$ cat src/rv_pkg.sv
package rv_pkg;

    localparam int XLEN       = 32;
    localparam int REG_ADDR_W = 5;
    localparam int NUM_REGS   = 32;

    localparam logic [XLEN-1:0] NOP_INSTR = 32'h0000_0013; // addi x0, x0, 0
    localparam logic [XLEN-1:0] PC_STEP   = 32'd4;

    // major opcodes
    localparam logic [6:0] OPC_OP     = 7'b0110011;
    localparam logic [6:0] OPC_OP_IMM = 7'b0010011;
    localparam logic [6:0] OPC_BRANCH = 7'b1100011;
    localparam logic [6:0] OPC_JAL    = 7'b1101111;

    localparam logic [2:0] F3_ADD_SUB = 3'b000;
    localparam logic [2:0] F3_SLL     = 3'b001;
    localparam logic [2:0] F3_SLT     = 3'b010;
    localparam logic [2:0] F3_XOR     = 3'b100;
    localparam logic [2:0] F3_SR      = 3'b101; // srl or sra by bit 30
    localparam logic [2:0] F3_OR      = 3'b110;
    localparam logic [2:0] F3_AND     = 3'b111;
    localparam logic [2:0] F3_BEQ     = 3'b000;
    localparam logic [2:0] F3_BNE     = 3'b001;

    localparam int ALU_CODE_W = 4;

    localparam logic [ALU_CODE_W-1:0] ALU_ADD = 4'b0000;
    localparam logic [ALU_CODE_W-1:0] ALU_SUB = 4'b0001;
    localparam logic [ALU_CODE_W-1:0] ALU_AND = 4'b0010;
    localparam logic [ALU_CODE_W-1:0] ALU_OR  = 4'b0011;
    localparam logic [ALU_CODE_W-1:0] ALU_SLT = 4'b0100;
    localparam logic [ALU_CODE_W-1:0] ALU_XOR = 4'b0101;
    localparam logic [ALU_CODE_W-1:0] ALU_SLL = 4'b0110;
    localparam logic [ALU_CODE_W-1:0] ALU_SRA = 4'b0111;
    localparam logic [ALU_CODE_W-1:0] ALU_SRL = 4'b1000;

    typedef struct packed {
        logic [6:0] funct7;
        logic [4:0] rs2;
        logic [4:0] rs1;
        logic [2:0] funct3;
        logic [4:0] rd;
        logic [6:0] opcode;
    } r_fmt_t;

    typedef struct packed {
        logic [11:0] imm_11_0;
        logic [4:0]  rs1;
        logic [2:0]  funct3;
        logic [4:0]  rd;
        logic [6:0]  opcode;
    } i_fmt_t;

    // branch offset is scattered over both ends of the word
    typedef struct packed {
        logic       imm_12;
        logic [5:0] imm_10_5;
        logic [4:0] rs2;
        logic [4:0] rs1;
        logic [2:0] funct3;
        logic [3:0] imm_4_1;
        logic       imm_11;
        logic [6:0] opcode;
    } b_fmt_t;

    typedef struct packed {
        logic       imm_20;
        logic [9:0] imm_10_1;
        logic       imm_11;
        logic [7:0] imm_19_12;
        logic [4:0] rd;
        logic [6:0] opcode;
    } j_fmt_t;

    typedef union packed {
        r_fmt_t r_fmt;
        i_fmt_t i_fmt;
        b_fmt_t b_fmt;
        j_fmt_t j_fmt;
    } instr_u;

    // jal offset, needed by fetch for the target and by decode for the imm field
    function automatic logic [XLEN-1:0] j_imm(input instr_u w);
        return {{(XLEN-21){w.j_fmt.imm_20}}, w.j_fmt.imm_20, w.j_fmt.imm_19_12,
                w.j_fmt.imm_11, w.j_fmt.imm_10_1, 1'b0};
    endfunction

endpackage

$ cat src/alu.sv
`timescale 1ns/100ps

module alu (
    input  logic [rv_pkg::XLEN-1:0]       i_a,
    input  logic [rv_pkg::XLEN-1:0]       i_b,
    input  logic [rv_pkg::ALU_CODE_W-1:0] i_code,
    output logic [rv_pkg::XLEN-1:0]       o_y
);

    logic [4:0] shamt;

    assign shamt = i_b[4:0]; // only low five bits shift

    always_comb begin
        case (i_code)
            rv_pkg::ALU_ADD: o_y = i_a + i_b;
            rv_pkg::ALU_SUB: o_y = i_a - i_b;
            rv_pkg::ALU_AND: o_y = i_a & i_b;
            rv_pkg::ALU_OR:  o_y = i_a | i_b;
            rv_pkg::ALU_SLT: o_y = {{(rv_pkg::XLEN-1){1'b0}}, $signed(i_a) < $signed(i_b)};
            rv_pkg::ALU_XOR: o_y = i_a ^ i_b;
            rv_pkg::ALU_SLL: o_y = i_a << shamt;
            rv_pkg::ALU_SRA: o_y = $unsigned($signed(i_a) >>> shamt);
            rv_pkg::ALU_SRL: o_y = i_a >> shamt;
            default:         o_y = i_a + i_b;
        endcase
    end

endmodule

$ cat src/decode_stage.sv
`timescale 1ns/100ps

module decode_stage (
    input  logic                          clk,
    input  logic                          rst_n,
    input  logic [rv_pkg::XLEN-1:0]       i_if_pc,
    input  rv_pkg::instr_u                i_if_instr,
    input  logic                          i_flush,
    input  logic                          i_wb_en,
    input  logic [rv_pkg::REG_ADDR_W-1:0] i_wb_addr,
    input  logic [rv_pkg::XLEN-1:0]       i_wb_data,
    output logic [rv_pkg::XLEN-1:0]       o_id_pc,
    output logic [rv_pkg::XLEN-1:0]       o_id_imm,
    output logic [rv_pkg::XLEN-1:0]       o_id_rs1_data,
    output logic [rv_pkg::XLEN-1:0]       o_id_rs2_data,
    output logic [rv_pkg::REG_ADDR_W-1:0] o_id_rs1_addr,
    output logic [rv_pkg::REG_ADDR_W-1:0] o_id_rs2_addr,
    output logic [rv_pkg::REG_ADDR_W-1:0] o_id_rd_addr,
    output logic [rv_pkg::ALU_CODE_W-1:0] o_id_alu_code,
    output logic                          o_id_use_imm,
    output logic                          o_id_link,
    output logic                          o_id_regwrite,
    output logic                          o_id_beq,
    output logic                          o_id_bne
);

    logic [rv_pkg::XLEN-1:0]       i_imm;
    logic [rv_pkg::XLEN-1:0]       b_imm;
    logic [rv_pkg::XLEN-1:0]       imm;
    logic [rv_pkg::XLEN-1:0]       rf_rdata1;
    logic [rv_pkg::XLEN-1:0]       rf_rdata2;
    logic [rv_pkg::XLEN-1:0]       rs1_data;
    logic [rv_pkg::XLEN-1:0]       rs2_data;
    logic [rv_pkg::REG_ADDR_W-1:0] rs1;
    logic [rv_pkg::REG_ADDR_W-1:0] rs2;
    logic [rv_pkg::ALU_CODE_W-1:0] alu_code;
    logic                          use_imm;
    logic                          link;
    logic                          regwrite;
    logic                          beq;
    logic                          bne;

    assign rs1 = i_if_instr.r_fmt.rs1;
    assign rs2 = i_if_instr.r_fmt.rs2;

    assign i_imm = {{(rv_pkg::XLEN-12){i_if_instr.i_fmt.imm_11_0[11]}},
                    i_if_instr.i_fmt.imm_11_0};
    assign b_imm = {{(rv_pkg::XLEN-13){i_if_instr.b_fmt.imm_12}}, i_if_instr.b_fmt.imm_12,
                    i_if_instr.b_fmt.imm_11, i_if_instr.b_fmt.imm_10_5,
                    i_if_instr.b_fmt.imm_4_1, 1'b0};

    reg_file u_reg_file (
        .clk      (clk),
        .rst_n    (rst_n),
        .i_wen    (i_wb_en),
        .i_waddr  (i_wb_addr),
        .i_wdata  (i_wb_data),
        .i_raddr1 (rs1),
        .i_raddr2 (rs2),
        .o_rdata1 (rf_rdata1),
        .o_rdata2 (rf_rdata2)
    );

    // write-through: the writeback lands at the same edge we register
    assign rs1_data = (i_wb_en && (i_wb_addr == rs1) && (rs1 != '0)) ? i_wb_data : rf_rdata1;
    assign rs2_data = (i_wb_en && (i_wb_addr == rs2) && (rs2 != '0)) ? i_wb_data : rf_rdata2;

    always_comb begin
        use_imm  = 1'b0;
        link     = 1'b0;
        regwrite = 1'b0;
        beq      = 1'b0;
        bne      = 1'b0;
        imm      = i_imm;
        case (i_if_instr.r_fmt.opcode)
            rv_pkg::OPC_OP: regwrite = 1'b1;
            rv_pkg::OPC_OP_IMM: begin
                regwrite = 1'b1;
                use_imm  = 1'b1;
            end
            rv_pkg::OPC_BRANCH: begin
                imm = b_imm;
                beq = (i_if_instr.b_fmt.funct3 == rv_pkg::F3_BEQ);
                bne = (i_if_instr.b_fmt.funct3 == rv_pkg::F3_BNE);
            end
            rv_pkg::OPC_JAL: begin
                imm      = rv_pkg::j_imm(i_if_instr);
                regwrite = 1'b1;
                link     = 1'b1; // writes pc + 4
            end
            default: ;
        endcase
    end

    // bit 30 picks sub and sra; sub only exists in R-type
    always_comb begin
        case (i_if_instr.r_fmt.funct3)
            rv_pkg::F3_ADD_SUB: alu_code = (i_if_instr.r_fmt.funct7[5] &&
                                            (i_if_instr.r_fmt.opcode == rv_pkg::OPC_OP)) ?
                                           rv_pkg::ALU_SUB : rv_pkg::ALU_ADD;
            rv_pkg::F3_SLL: alu_code = rv_pkg::ALU_SLL;
            rv_pkg::F3_SLT: alu_code = rv_pkg::ALU_SLT;
            rv_pkg::F3_XOR: alu_code = rv_pkg::ALU_XOR;
            rv_pkg::F3_SR:  alu_code = i_if_instr.r_fmt.funct7[5] ?
                                       rv_pkg::ALU_SRA : rv_pkg::ALU_SRL;
            rv_pkg::F3_OR:  alu_code = rv_pkg::ALU_OR;
            rv_pkg::F3_AND: alu_code = rv_pkg::ALU_AND;
            default:        alu_code = rv_pkg::ALU_ADD;
        endcase
        if (link) begin
            alu_code = rv_pkg::ALU_ADD;
        end
    end

    always_ff @(posedge clk or negedge rst_n) begin
        if (!rst_n) begin
            o_id_alu_code <= rv_pkg::ALU_ADD;
            o_id_use_imm  <= 1'b0;
            o_id_link     <= 1'b0;
            o_id_regwrite <= 1'b0;
            o_id_beq      <= 1'b0;
            o_id_bne      <= 1'b0;
        end else if (i_flush) begin
            o_id_alu_code <= rv_pkg::ALU_ADD; // bubble
            o_id_use_imm  <= 1'b0;
            o_id_link     <= 1'b0;
            o_id_regwrite <= 1'b0;
            o_id_beq      <= 1'b0;
            o_id_bne      <= 1'b0;
        end else begin
            o_id_alu_code <= alu_code;
            o_id_use_imm  <= use_imm;
            o_id_link     <= link;
            o_id_regwrite <= regwrite;
            o_id_beq      <= beq;
            o_id_bne      <= bne;
        end
    end

    always_ff @(posedge clk) begin
        o_id_pc       <= i_if_pc;
        o_id_imm      <= imm;
        o_id_rs1_data <= rs1_data;
        o_id_rs2_data <= rs2_data;
        o_id_rs1_addr <= rs1;
        o_id_rs2_addr <= rs2;
        o_id_rd_addr  <= i_if_instr.r_fmt.rd;
    end

endmodule

$ cat src/execute_stage.sv
`timescale 1ns/100ps

module execute_stage (
    input  logic                          clk,
    input  logic                          rst_n,
    input  logic [rv_pkg::XLEN-1:0]       i_pc,
    input  logic [rv_pkg::XLEN-1:0]       i_imm,
    input  logic [rv_pkg::XLEN-1:0]       i_rs1_data,
    input  logic [rv_pkg::XLEN-1:0]       i_rs2_data,
    input  logic [rv_pkg::REG_ADDR_W-1:0] i_rs1_addr,
    input  logic [rv_pkg::REG_ADDR_W-1:0] i_rs2_addr,
    input  logic [rv_pkg::REG_ADDR_W-1:0] i_rd_addr,
    input  logic [rv_pkg::ALU_CODE_W-1:0] i_alu_code,
    input  logic                          i_use_imm,
    input  logic                          i_link,
    input  logic                          i_regwrite,
    input  logic                          i_beq,
    input  logic                          i_bne,
    output logic                          o_redirect,
    output logic [rv_pkg::XLEN-1:0]       o_redirect_pc,
    output logic                          o_wb_en,
    output logic [rv_pkg::REG_ADDR_W-1:0] o_wb_addr,
    output logic [rv_pkg::XLEN-1:0]       o_wb_data
);

    logic [rv_pkg::XLEN-1:0] rs1_val;
    logic [rv_pkg::XLEN-1:0] rs2_val;
    logic [rv_pkg::XLEN-1:0] alu_a;
    logic [rv_pkg::XLEN-1:0] alu_b;
    logic [rv_pkg::XLEN-1:0] alu_y;
    logic                    rs_equal;

    // forward from the instruction one ahead, still in the wb register
    assign rs1_val = (o_wb_en && (o_wb_addr == i_rs1_addr) && (i_rs1_addr != '0)) ?
                     o_wb_data : i_rs1_data;
    assign rs2_val = (o_wb_en && (o_wb_addr == i_rs2_addr) && (i_rs2_addr != '0)) ?
                     o_wb_data : i_rs2_data;

    always_comb begin
        if (i_link) begin
            alu_a = rv_pkg::PC_STEP; // link value pc + 4
            alu_b = i_pc;
        end else begin
            alu_a = rs1_val;
            alu_b = i_use_imm ? i_imm : rs2_val;
        end
    end

    alu u_alu (
        .i_a    (alu_a),
        .i_b    (alu_b),
        .i_code (i_alu_code),
        .o_y    (alu_y)
    );

    assign rs_equal      = (rs1_val == rs2_val);
    assign o_redirect    = (i_beq && rs_equal) || (i_bne && !rs_equal);
    assign o_redirect_pc = i_pc + i_imm;

    always_ff @(posedge clk or negedge rst_n) begin
        if (!rst_n) begin
            o_wb_en <= 1'b0;
        end else begin
            o_wb_en <= i_regwrite && (i_rd_addr != '0); // x0 targets never write
        end
    end

    always_ff @(posedge clk) begin
        o_wb_addr <= i_rd_addr;
        o_wb_data <= alu_y;
    end

endmodule

$ cat src/fetch_stage.sv
`timescale 1ns/100ps

module fetch_stage (
    input  logic                    clk,
    input  logic                    rst_n,
    input  logic [rv_pkg::XLEN-1:0] i_imem_rdata,
    input  logic                    i_redirect,
    input  logic [rv_pkg::XLEN-1:0] i_redirect_pc,
    output logic [rv_pkg::XLEN-3:0] o_imem_addr,
    output logic [rv_pkg::XLEN-1:0] o_pc,
    output logic [rv_pkg::XLEN-1:0] o_if_pc,
    output rv_pkg::instr_u          o_if_instr
);

    rv_pkg::instr_u          fetched;
    logic                    is_jal;
    logic [rv_pkg::XLEN-1:0] pc_next;

    // memory returns the word with bytes reversed
    assign fetched = {i_imem_rdata[7:0], i_imem_rdata[15:8],
                      i_imem_rdata[23:16], i_imem_rdata[31:24]};

    assign is_jal      = (fetched.j_fmt.opcode == rv_pkg::OPC_JAL);
    assign o_imem_addr = o_pc[rv_pkg::XLEN-1:2]; // word address

    always_comb begin
        if (i_redirect) begin
            pc_next = i_redirect_pc; // branch in execute wins over jal here
        end else if (is_jal) begin
            pc_next = o_pc + rv_pkg::j_imm(fetched); // jump without a bubble
        end else begin
            pc_next = o_pc + rv_pkg::PC_STEP;
        end
    end

    always_ff @(posedge clk or negedge rst_n) begin
        if (!rst_n) begin
            o_pc       <= '0;
            o_if_instr <= rv_pkg::NOP_INSTR;
        end else begin
            o_pc       <= pc_next;
            o_if_instr <= i_redirect ? rv_pkg::NOP_INSTR : fetched; // squash wrong path
        end
    end

    always_ff @(posedge clk) begin
        o_if_pc <= o_pc;
    end

endmodule

$ cat src/reg_file.sv
`timescale 1ns/100ps

module reg_file (
    input  logic                          clk,
    input  logic                          rst_n,
    input  logic                          i_wen,
    input  logic [rv_pkg::REG_ADDR_W-1:0] i_waddr,
    input  logic [rv_pkg::XLEN-1:0]       i_wdata,
    input  logic [rv_pkg::REG_ADDR_W-1:0] i_raddr1,
    input  logic [rv_pkg::REG_ADDR_W-1:0] i_raddr2,
    output logic [rv_pkg::XLEN-1:0]       o_rdata1,
    output logic [rv_pkg::XLEN-1:0]       o_rdata2
);

    logic [rv_pkg::XLEN-1:0] regs [rv_pkg::NUM_REGS];

    assign o_rdata1 = regs[i_raddr1];
    assign o_rdata2 = regs[i_raddr2];

    always_ff @(posedge clk or negedge rst_n) begin
        if (!rst_n) begin
            for (int i = 0; i < rv_pkg::NUM_REGS; i++) begin
                regs[i] <= '0;
            end
        end else if (i_wen && (i_waddr != '0)) begin
            regs[i_waddr] <= i_wdata; // x0 stays zero
        end
    end

endmodule

$ cat src/rv_core_top.sv
`timescale 1ns/100ps

module rv_core_top (
    input  logic                          clk,
    input  logic                          rst_n,
    input  logic [rv_pkg::XLEN-1:0]       i_imem_rdata,
    output logic [rv_pkg::XLEN-3:0]       o_imem_addr,
    output logic [rv_pkg::XLEN-1:0]       o_pc,
    output logic                          o_wb_en,
    output logic [rv_pkg::REG_ADDR_W-1:0] o_wb_addr,
    output logic [rv_pkg::XLEN-1:0]       o_wb_data
);

    // fetch to decode
    logic [rv_pkg::XLEN-1:0]       if_pc;
    rv_pkg::instr_u                if_instr;

    // decode to execute
    logic [rv_pkg::XLEN-1:0]       id_pc;
    logic [rv_pkg::XLEN-1:0]       id_imm;
    logic [rv_pkg::XLEN-1:0]       id_rs1_data;
    logic [rv_pkg::XLEN-1:0]       id_rs2_data;
    logic [rv_pkg::REG_ADDR_W-1:0] id_rs1_addr;
    logic [rv_pkg::REG_ADDR_W-1:0] id_rs2_addr;
    logic [rv_pkg::REG_ADDR_W-1:0] id_rd_addr;
    logic [rv_pkg::ALU_CODE_W-1:0] id_alu_code;
    logic                          id_use_imm;
    logic                          id_link;
    logic                          id_regwrite;
    logic                          id_beq;
    logic                          id_bne;

    logic                          redirect;
    logic [rv_pkg::XLEN-1:0]       redirect_pc;

    fetch_stage u_fetch (
        .clk           (clk),
        .rst_n         (rst_n),
        .i_imem_rdata  (i_imem_rdata),
        .i_redirect    (redirect),
        .i_redirect_pc (redirect_pc),
        .o_imem_addr   (o_imem_addr),
        .o_pc          (o_pc),
        .o_if_pc       (if_pc),
        .o_if_instr    (if_instr)
    );

    decode_stage u_decode (
        .clk           (clk),
        .rst_n         (rst_n),
        .i_if_pc       (if_pc),
        .i_if_instr    (if_instr),
        .i_flush       (redirect),
        .i_wb_en       (o_wb_en),
        .i_wb_addr     (o_wb_addr),
        .i_wb_data     (o_wb_data),
        .o_id_pc       (id_pc),
        .o_id_imm      (id_imm),
        .o_id_rs1_data (id_rs1_data),
        .o_id_rs2_data (id_rs2_data),
        .o_id_rs1_addr (id_rs1_addr),
        .o_id_rs2_addr (id_rs2_addr),
        .o_id_rd_addr  (id_rd_addr),
        .o_id_alu_code (id_alu_code),
        .o_id_use_imm  (id_use_imm),
        .o_id_link     (id_link),
        .o_id_regwrite (id_regwrite),
        .o_id_beq      (id_beq),
        .o_id_bne      (id_bne)
    );

    // writeback signals double as the trace port
    execute_stage u_execute (
        .clk           (clk),
        .rst_n         (rst_n),
        .i_pc          (id_pc),
        .i_imm         (id_imm),
        .i_rs1_data    (id_rs1_data),
        .i_rs2_data    (id_rs2_data),
        .i_rs1_addr    (id_rs1_addr),
        .i_rs2_addr    (id_rs2_addr),
        .i_rd_addr     (id_rd_addr),
        .i_alu_code    (id_alu_code),
        .i_use_imm     (id_use_imm),
        .i_link        (id_link),
        .i_regwrite    (id_regwrite),
        .i_beq         (id_beq),
        .i_bne         (id_bne),
        .o_redirect    (redirect),
        .o_redirect_pc (redirect_pc),
        .o_wb_en       (o_wb_en),
        .o_wb_addr     (o_wb_addr),
        .o_wb_data     (o_wb_data)
    );

endmodule

$ cat config.mk
export PLATFORM = sky130hd
export DESIGN_NAME = rv_core_top
export DESIGN_NICKNAME = d
export VERILOG_FILES = /design/src/rv_pkg.sv /design/src/alu.sv /design/src/decode_stage.sv /design/src/execute_stage.sv /design/src/fetch_stage.sv /design/src/reg_file.sv /design/src/rv_core_top.sv
export SDC_FILE = /design/constraint.sdc
export NUM_CORES = 2
export LEC_CHECK = 0
export ABC_CLOCK_PERIOD_IN_PS = 7100
export BUFFER_PORTS_ARGS = -buffer_cell sky130_fd_sc_hd__buf_4
export CAP_MARGIN = 10
export CORE_MARGIN = 2
export CORE_UTILIZATION = 40
export CTS_CLUSTER_DIAMETER = 80
export DETAILED_ROUTE_END_ITERATION = 12
export GPL_ROUTABILITY_DRIVEN = 0
export PLACE_DENSITY_LB_ADDON = 0.3
export SLEW_MARGIN = 10
export SYNTH_ARGS = -nofsm -noshare
export SYNTH_HDL_FRONTEND = slang
export SYNTH_HIERARCHICAL = 1
export SYNTH_SLANG_ARGS = --single-unit
$ cat constraint.sdc
create_clock -name clk -period 7.1 [get_ports clk]
set_clock_uncertainty 0.15 [all_clocks]
set_input_delay 0.71 -clock clk [delete_from_list [all_inputs] [get_ports clk]]
set_output_delay 0.71 -clock clk [all_outputs]
set_load 0.05 [all_outputs]
## After elaboration in Yosys (flattened, before gate mapping)

Cells that the tools add are included.

| storage, ports and cells | value |
|---|---|
| register bits after elaboration | 1299 |
| output and inout port bits | 100 |

| cells by class | value |
|---|---|
| add/sub/neg operators | 5 |
| bitwise gates (word level) | 6 |
| mux-type cells | 36 |
| reductions and logical operators | 24 |
| eq/ne operators | 24 |
| magnitude comparators | 5 |
| shifts and indexed selects | 3 |

Operators by type and width:

| cell | count |
|---|---|
| bitwise mux 1024 bit | 1 |
| 2-to-1 mux 32 bit | 15 |
| binary-select mux 32 bit (select 5 bit) | 2 |
| one-hot mux 32 bit (8 select lines) | 1 |
| demux 32 bit (select 5 bit) | 1 |
| adder 32 bit | 3 |
| one-hot mux 20 bit (2 select lines) | 1 |
| adder 32 x 3 -> 32 bit (second input constant) | 1 |
| AND 32 bit | 1 |
| equality test 32 bit | 1 |
| less-than comparator 32 bit | 1 |
| OR 32 bit | 1 |
| left shift 32 x 5 -> 32 bit | 1 |
| >> shifter 32 x 5 -> 32 bit | 1 |
| >>> shifter 32 x 5 -> 32 bit | 1 |
| subtractor 32 bit | 1 |
| XOR 32 bit | 1 |
| nonzero test 5 bit | 6 |
| one-hot mux 4 bit (7 select lines) | 1 |
| equality test 7 bit (second input constant) | 3 |
| equality test 5 bit | 4 |
| greater-or-equal comparator 6 bit (second input constant) | 3 |
| NOT 5 -> 6 bit | 3 |
| equality test 4 x 3 -> 1 bit (second input constant) | 4 |
| 16 further kinds | 45 |

## Depth between registers and ports, before layout

| depth | value |
|---|---|
| depth in word-level cells | 9 |
| gate-level depth with buffers | 20 |
| gate-level depth less buffers | 17 |

## Modules after synthesis

Netlist, hierarchy kept.

By module, submodules not included:

| module | cells an instance | sequential area each (um2) | times used | area each (um2) |
|---|---|---|---|---|
| reg_file | 4601 | 25624.6 | 1 | 55522.0 |
| alu | 1313 | 0.0 | 1 | 8675.8 |
| execute_stage | 748 | 765.7 | 1 | 5690.5 |
| fetch_stage | 573 | 2245.9 | 1 | 5402.7 |
| decode_stage | 292 | 2867.8 | 1 | 4241.6 |

## Worst setup path before layout

Ideal clock, no wire load.

| timing path | value |
|---|---|
| path type | register -> register |
| from | register u_execute/o_wb_addr[2] (netlist bit) |
| to | register u_execute/o_wb_data[25] (netlist bit) |
| path slack | 1.354 ns |
| arrival | 5.462 ns |
| stages on the path, launching flop included | 21 |
| library setup time | 0.134 ns |
| buffers on the path | 4 |
| cells stage by stage | dfxtp_1 > xnor2_1 > nand3_1 > buf_2 > o31a_1 > o31ai_1 > o21ai_0 > inv_1 > buf_2 > buf_2 > buf_1 > ha_1 > a211o_1 > a211oi_2 > o311ai_4 > o21bai_1 > o21ba_2 > o21ai_2 > a21oi_1 > a22oi_1 > or4_1 |

| between the ends | value |
|---|---|
| cells in the longest elaborated chain, start to end | 8 |

Ends and longest elaborated chain:

| what | RTL line | text |
|---|---|---|
| from (decl) | execute_stage.sv:22 | `output logic [rv_pkg::REG_ADDR_W-1:0] o_wb_addr,` |
| from (signal assigned) | execute_stage.sv:69 | `o_wb_addr <= i_rd_addr;` |
| equality test 5 bit (*) | execute_stage.sv:36 | `assign rs2_val = (o_wb_en && (o_wb_addr == i_rs2_addr) && (i_rs2_addr != '0)) ?` |
| logical AND 1 bit (*) (2 in a row) | execute_stage.sv:36 |  |
| 2-to-1 mux 32 bit (*) | execute_stage.sv:36 |  |
| 2-to-1 mux 32 bit (*) | execute_stage.sv:45 | `alu_b = i_use_imm ? i_imm : rs2_val;` |
| 2-to-1 mux 32 bit (*) | execute_stage.sv:40 | `if (i_link) begin` |
| via u_execute.alu_b, one bit | execute_stage.sv:29 | `logic [rv_pkg::XLEN-1:0] alu_b;` |
| adder 32 bit (tied with other cells) | alu.sv:16, alu.sv:25 |  |
| one-hot mux 32 bit (8 select lines) (*) | alu.sv:15 | `case (i_code)` |
| via u_execute.alu_y, one bit | execute_stage.sv:30 | `logic [rv_pkg::XLEN-1:0] alu_y;` |
| to (signal assigned) | execute_stage.sv:70 | `o_wb_data <= alu_y;` |
| to (decl) | execute_stage.sv:23 | `output logic [rv_pkg::XLEN-1:0] o_wb_data` |

The timed path passes the listed nets; every way through them passes the cells marked *.
A chain may end at the register's enable or synchronous reset.

## Worst setup path in the final report

Same ends and word-level chain as after synthesis.

==> impl_metrics.tcl <==
set metrics [dict create \
    outcome "finished clean" \
    die_ar_mm2 0.202 \
    clock_tree_buf_depth 3 \
    drive_above_1_share_pct 23.4 \
    synth.top_cells.by_area "sky130_fd_sc_hd__dfrtp_1 34%, sky130_fd_sc_hd__mux2_2 14%, sky130_fd_sc_hd__mux2i_1 14%" \
    post_drt_via_cell_ratio 6.27 \
    max_stage_delay_on_crit_path_ns 0.72 \
    rows 163 \
    worst_path_cell_chain "xnor2_1, and3_1, buf_4, nand4_1, nand3_1, a21oi_1, a21oi_4, buf_4, ha_1, or2_2, a211oi_2, o311ai_4, o21bai_1, o21ba_2, o21ai_2, o32a_1, a22oi_1, or4_1" \
    max_freq_ghz 0.172 \
    max_slew.worst_pin.slew_ns 1.20 \
    rsz0062_at_grt "no" \
    final_setup_violation_count 0 \
    post_synth_instance_area_mm2 0.0795 \
    design.core.area_mm2 0.197 \
    async_reset_ff_share_pct 84.5 \
    ys_warn_count 6 \
    final.hold.worst_slack_ns 0.0685 \
    post-route-drc-count 0 \
    worst_min_path_class "in -> reg" \
    netlist_instances 7527 \
    synth_area_leader_cell "sky130_fd_sc_hd__dfrtp_1" \
    port_buffers 133 \
    critPathArrivalTime_ns 6.35 \
    critPathLaunchType "register" \
    post_synth_num_cell_types 118 \
    critical_path.max_fanout 52 \
    tritoncts "built" \
    drt-total-wl_mm 273 \
    initial_utilization_pct 40.3 \
    postSynthAreaPerCell_um2 10.6 \
    final_antenna_net_count 0 \
    syn2layout_area_growth_pct 10.3 \
    tritoncts.num_buffers 146 \
    share_of_the_clock_period_used_by_the_worst_path_after_layout_pct 81.8 \
    antenna_violations_before_repair 8 \
    critical-path-top-delay-family "compound AO/OA/AOI/OAI gates" \
    post-synth-top-count-cell "sky130_fd_sc_hd__dfrtp_1" \
    timing.final.hold_violations 0 \
    wire_length_of_the_first_global_routing_pass_mm 405 \
    drt_pass1_iterations 7 \
    worst_setup_hold_path_clk_slew_ns 0.07 \
    post_drt_wl_per_cell_um 27.1 \
    synthesis.nets 7724 \
    crit_path_frequent_cell "sky130_fd_sc_hd__buf_4" \
    slowest_stage "sky130_fd_sc_hd__dfxtp_1" \
    max-slew-margin-rel_pct 18.1 \
    fin_crit_ns 5.81 \
    pwr_per_cell_area_mw_per_mm2 257 \
    static_leakage_nw 41.0 \
    num_vias 63238 \
    crit_path_end_kind "register" \
    io_pins 134 \
    worstPathBufferInverterCount 2 \
    grt_pass1_vias 62224 \
    maximum_number_of_pins_on_one_net_before_global_route_repair 157 \
    synth_seq_cells 1299 \
    num-nets-final 7512 \
    netlist.area_leader.share_pct 34.5 \
    seq_total_area_yosys_pct 39.6 \
    setup_tns_ns 0 \
    max_cap_viol_count 0 \
    worstSetupPathType "reg -> reg" \
    die_w_um 450 \
    synth-edff-count 0 \
    htree_num_levels 4 \
    grt.overflow.total 0 \
    grt_usage_pct 26.1 \
    synth_commonest_cells "1,095 x sky130_fd_sc_hd__dfrtp_1, 1,086 x sky130_fd_sc_hd__mux2i_1, 996 x sky130_fd_sc_hd__mux2_2" \
    cts_setup_buffers 0 \
    die_height_um 450 \
    final-max-slew-violation-count 0 \
    synth_top_flop_cell "sky130_fd_sc_hd__dfrtp_1" \
    worst_ep_required_time_ns 7.64 \
    dr_iter_0_viols 6801 \
    detailedPlacementHpwl_mm 168 \
    cts-root-buf "sky130_fd_sc_hd__clkbuf_16" \
    cts_resized 0 \
    clkLatencyLatePin_ns 0.82 \
    tritoncts_num_sinks 1299 \
    worst_ir_drop_on_vdd_v 0.000367 \
]
[sequential cells by signal, indices dropped and copies added, names as in the netlist]
signal and count:
u_decode/u_reg_file/regs 1024, u_decode/o_id_pc 32, u_decode/o_id_rs1_data 32, u_decode/o_id_rs2_data 32, u_execute/o_wb_data 32, u_fetch/o_if_instr 32, u_fetch/o_if_pc 32, u_fetch/o_pc 32
u_decode/o_id_imm 21, u_decode/o_id_rd_addr 5, u_decode/o_id_rs1_addr 5, u_decode/o_id_rs2_addr 5, u_execute/o_wb_addr 5, u_decode/o_id_alu_code 4, u_decode/o_id_beq 1, u_decode/o_id_bne 1
u_decode/o_id_link 1, u_decode/o_id_regwrite 1, u_decode/o_id_use_imm 1, u_execute/o_wb_en 1
[what timing repair did]
item / in CTS / in global routing
hold buffers: 31 / 0
setup endpoints to repair: 0 / 0
hold endpoints to repair: 104 / 0
[final timing paths]
kind	startpoint	endpoint	cells after the start	slack, ns
worst max-delay path	u_execute/o_wb_addr[2]	u_execute/o_wb_data[25]	18	1.29
worst min-delay path	i_imem_rdata[12]	u_fetch/o_if_instr[20]	2	0.07
worst max register to register	u_execute/o_wb_addr[2]	u_execute/o_wb_data[25]	18	1.29
worst min register to register	u_fetch/o_if_pc[23]	u_decode/o_id_pc[23]	0	0.17
max in group asynchronous	rst_n	u_fetch/o_if_instr[16]	3	4.85
min in group asynchronous	rst_n	u_decode/u_reg_file/regs[521]	2	0.38
[layout by cell type (no fill, tap or decap), types with 27 or more instances in the layout]
| cell | netlist | layout |
|---|---|---|
| sky130_fd_sc_hd__a211oi_1 | 61 | 61 |
| sky130_fd_sc_hd__a21o_1 | 37 | 37 |
| sky130_fd_sc_hd__a21oi_1 | 417 | 416 |
| sky130_fd_sc_hd__a221oi_1 | 27 | 27 |
| sky130_fd_sc_hd__a22o_1 | 132 | 132 |
| sky130_fd_sc_hd__a22oi_1 | 216 | 216 |
| sky130_fd_sc_hd__a31oi_1 | 85 | 85 |
| sky130_fd_sc_hd__and4_1 | 39 | 39 |
| sky130_fd_sc_hd__buf_4 | 108 | 287 |
| sky130_fd_sc_hd__clkbuf_16 | 0 | 148 |
| sky130_fd_sc_hd__clkbuf_8 | 0 | 42 |
| sky130_fd_sc_hd__dfrtp_1 | 1095 | 1091 |
| sky130_fd_sc_hd__dfxtp_1 | 201 | 200 |
| sky130_fd_sc_hd__dlygate4sd3_1 | 0 | 31 |
| sky130_fd_sc_hd__ha_1 | 159 | 159 |
| sky130_fd_sc_hd__inv_1 | 146 | 146 |
| sky130_fd_sc_hd__mux2_1 | 80 | 79 |
| sky130_fd_sc_hd__mux2_2 | 996 | 996 |
| sky130_fd_sc_hd__mux2i_1 | 1086 | 1086 |
| sky130_fd_sc_hd__nand2_1 | 413 | 396 |
| sky130_fd_sc_hd__nand2b_1 | 54 | 50 |
| sky130_fd_sc_hd__nand3_1 | 260 | 257 |
| sky130_fd_sc_hd__nand4_1 | 54 | 54 |
| sky130_fd_sc_hd__nor2_1 | 240 | 230 |
| sky130_fd_sc_hd__nor2b_1 | 56 | 52 |
| sky130_fd_sc_hd__nor3_1 | 112 | 110 |
| sky130_fd_sc_hd__o211ai_1 | 63 | 63 |
| sky130_fd_sc_hd__o21ai_0 | 176 | 172 |
| sky130_fd_sc_hd__o31a_1 | 40 | 40 |
| sky130_fd_sc_hd__o31ai_1 | 37 | 37 |
| sky130_fd_sc_hd__xnor2_1 | 60 | 59 |
| sky130_fd_sc_hd__xor2_1 | 35 | 34 |
[logic make-up (layout without fill, tap and decap cells)]
logic type                 count (synthesis)  in the layout  share of synthesized area, %
muxes                                   2183           2183                          29.5
other                                      0              5                             0
AOI/OAI and AO/OA                       1552           1552                          13.6
and+or+nand+nor                         1386           1386                          8.67
buffers and inverters                    849            755                          5.02
xor gates and xnor gates                  95             95                          1.05
adders and majority gates                163            163                          2.60
DFF                                     1299           1299                          39.6
[layer usage]
| layer | GRT usage [%] | up-vias | wire, um |
|---|---|---|---|
| li1 | - | 27400 | - |
| met1 | 34.9 | 31916 | 114000 |
| met2 | 40.3 | 3162 | 123000 |
| met3 | 5.10 | 754 | 22500 |
| met4 | 12.7 | 6 | 14400 |
| met5 | 0 | - | 38 |
[power by group]
group	switching, mW	internal [mW]	total (mW)
Sequential	0.480	7.85	8.33
Combinational	4.33	2.04	6.37
Clock	3.27	4.60	7.88
Total	8.08	14.5	22.6
[per-stage QoR]
stage	instances	power (mW)	worst slack [ns]	utilization [%]	instance area, um^2
2_1_floorplan	7527	12.6	1.35	-	79500
3_3_place_gp	9776	14.6	1.64	41.7	82400
3_5_place_dp	9776	14.6	1.55	41.7	82400
4_1_cts	10073	22.6	1.50	44.4	87700
5_1_grt	10073	23.5	1.08	44.4	87700
6_report	10078	22.6	1.29	44.4	87700
[cell type report]
| type | instances | area, um^2 |
|---|---|---|
| inverter | 149 | 559 |
| clock inverter | 51 | 653 |
| multi-input combinational | 5379 | 44400 |
| fill | 18443 | 110000 |
| tap | 2640 | 3300 |
| clock buffer | 215 | 4380 |
| antenna | 5 | 12.5 |
| sequential | 1299 | 31500 |
| timing repair buffer | 340 | 2900 |
[worst register-to-register path, stage by stage, from the launching register on]
cell and delay (ns):
sky130_fd_sc_hd__dfxtp_1 0.72, sky130_fd_sc_hd__xnor2_1 0.23, sky130_fd_sc_hd__and3_1 0.41, sky130_fd_sc_hd__buf_4 0.36, sky130_fd_sc_hd__nand4_1 0.19, sky130_fd_sc_hd__nand3_1 0.21, sky130_fd_sc_hd__a21oi_1 0.15, sky130_fd_sc_hd__a21oi_4 0.16
sky130_fd_sc_hd__buf_4 0.48, sky130_fd_sc_hd__ha_1 0.39, sky130_fd_sc_hd__or2_2 0.19, sky130_fd_sc_hd__a211oi_2 0.06, sky130_fd_sc_hd__o311ai_4 0.45, sky130_fd_sc_hd__o21bai_1 0.24, sky130_fd_sc_hd__o21ba_2 0.30, sky130_fd_sc_hd__o21ai_2 0.19
sky130_fd_sc_hd__o32a_1 0.18, sky130_fd_sc_hd__a22oi_1 0.16, sky130_fd_sc_hd__or4_1 0.45
Power figures use the tool's default switching activity.
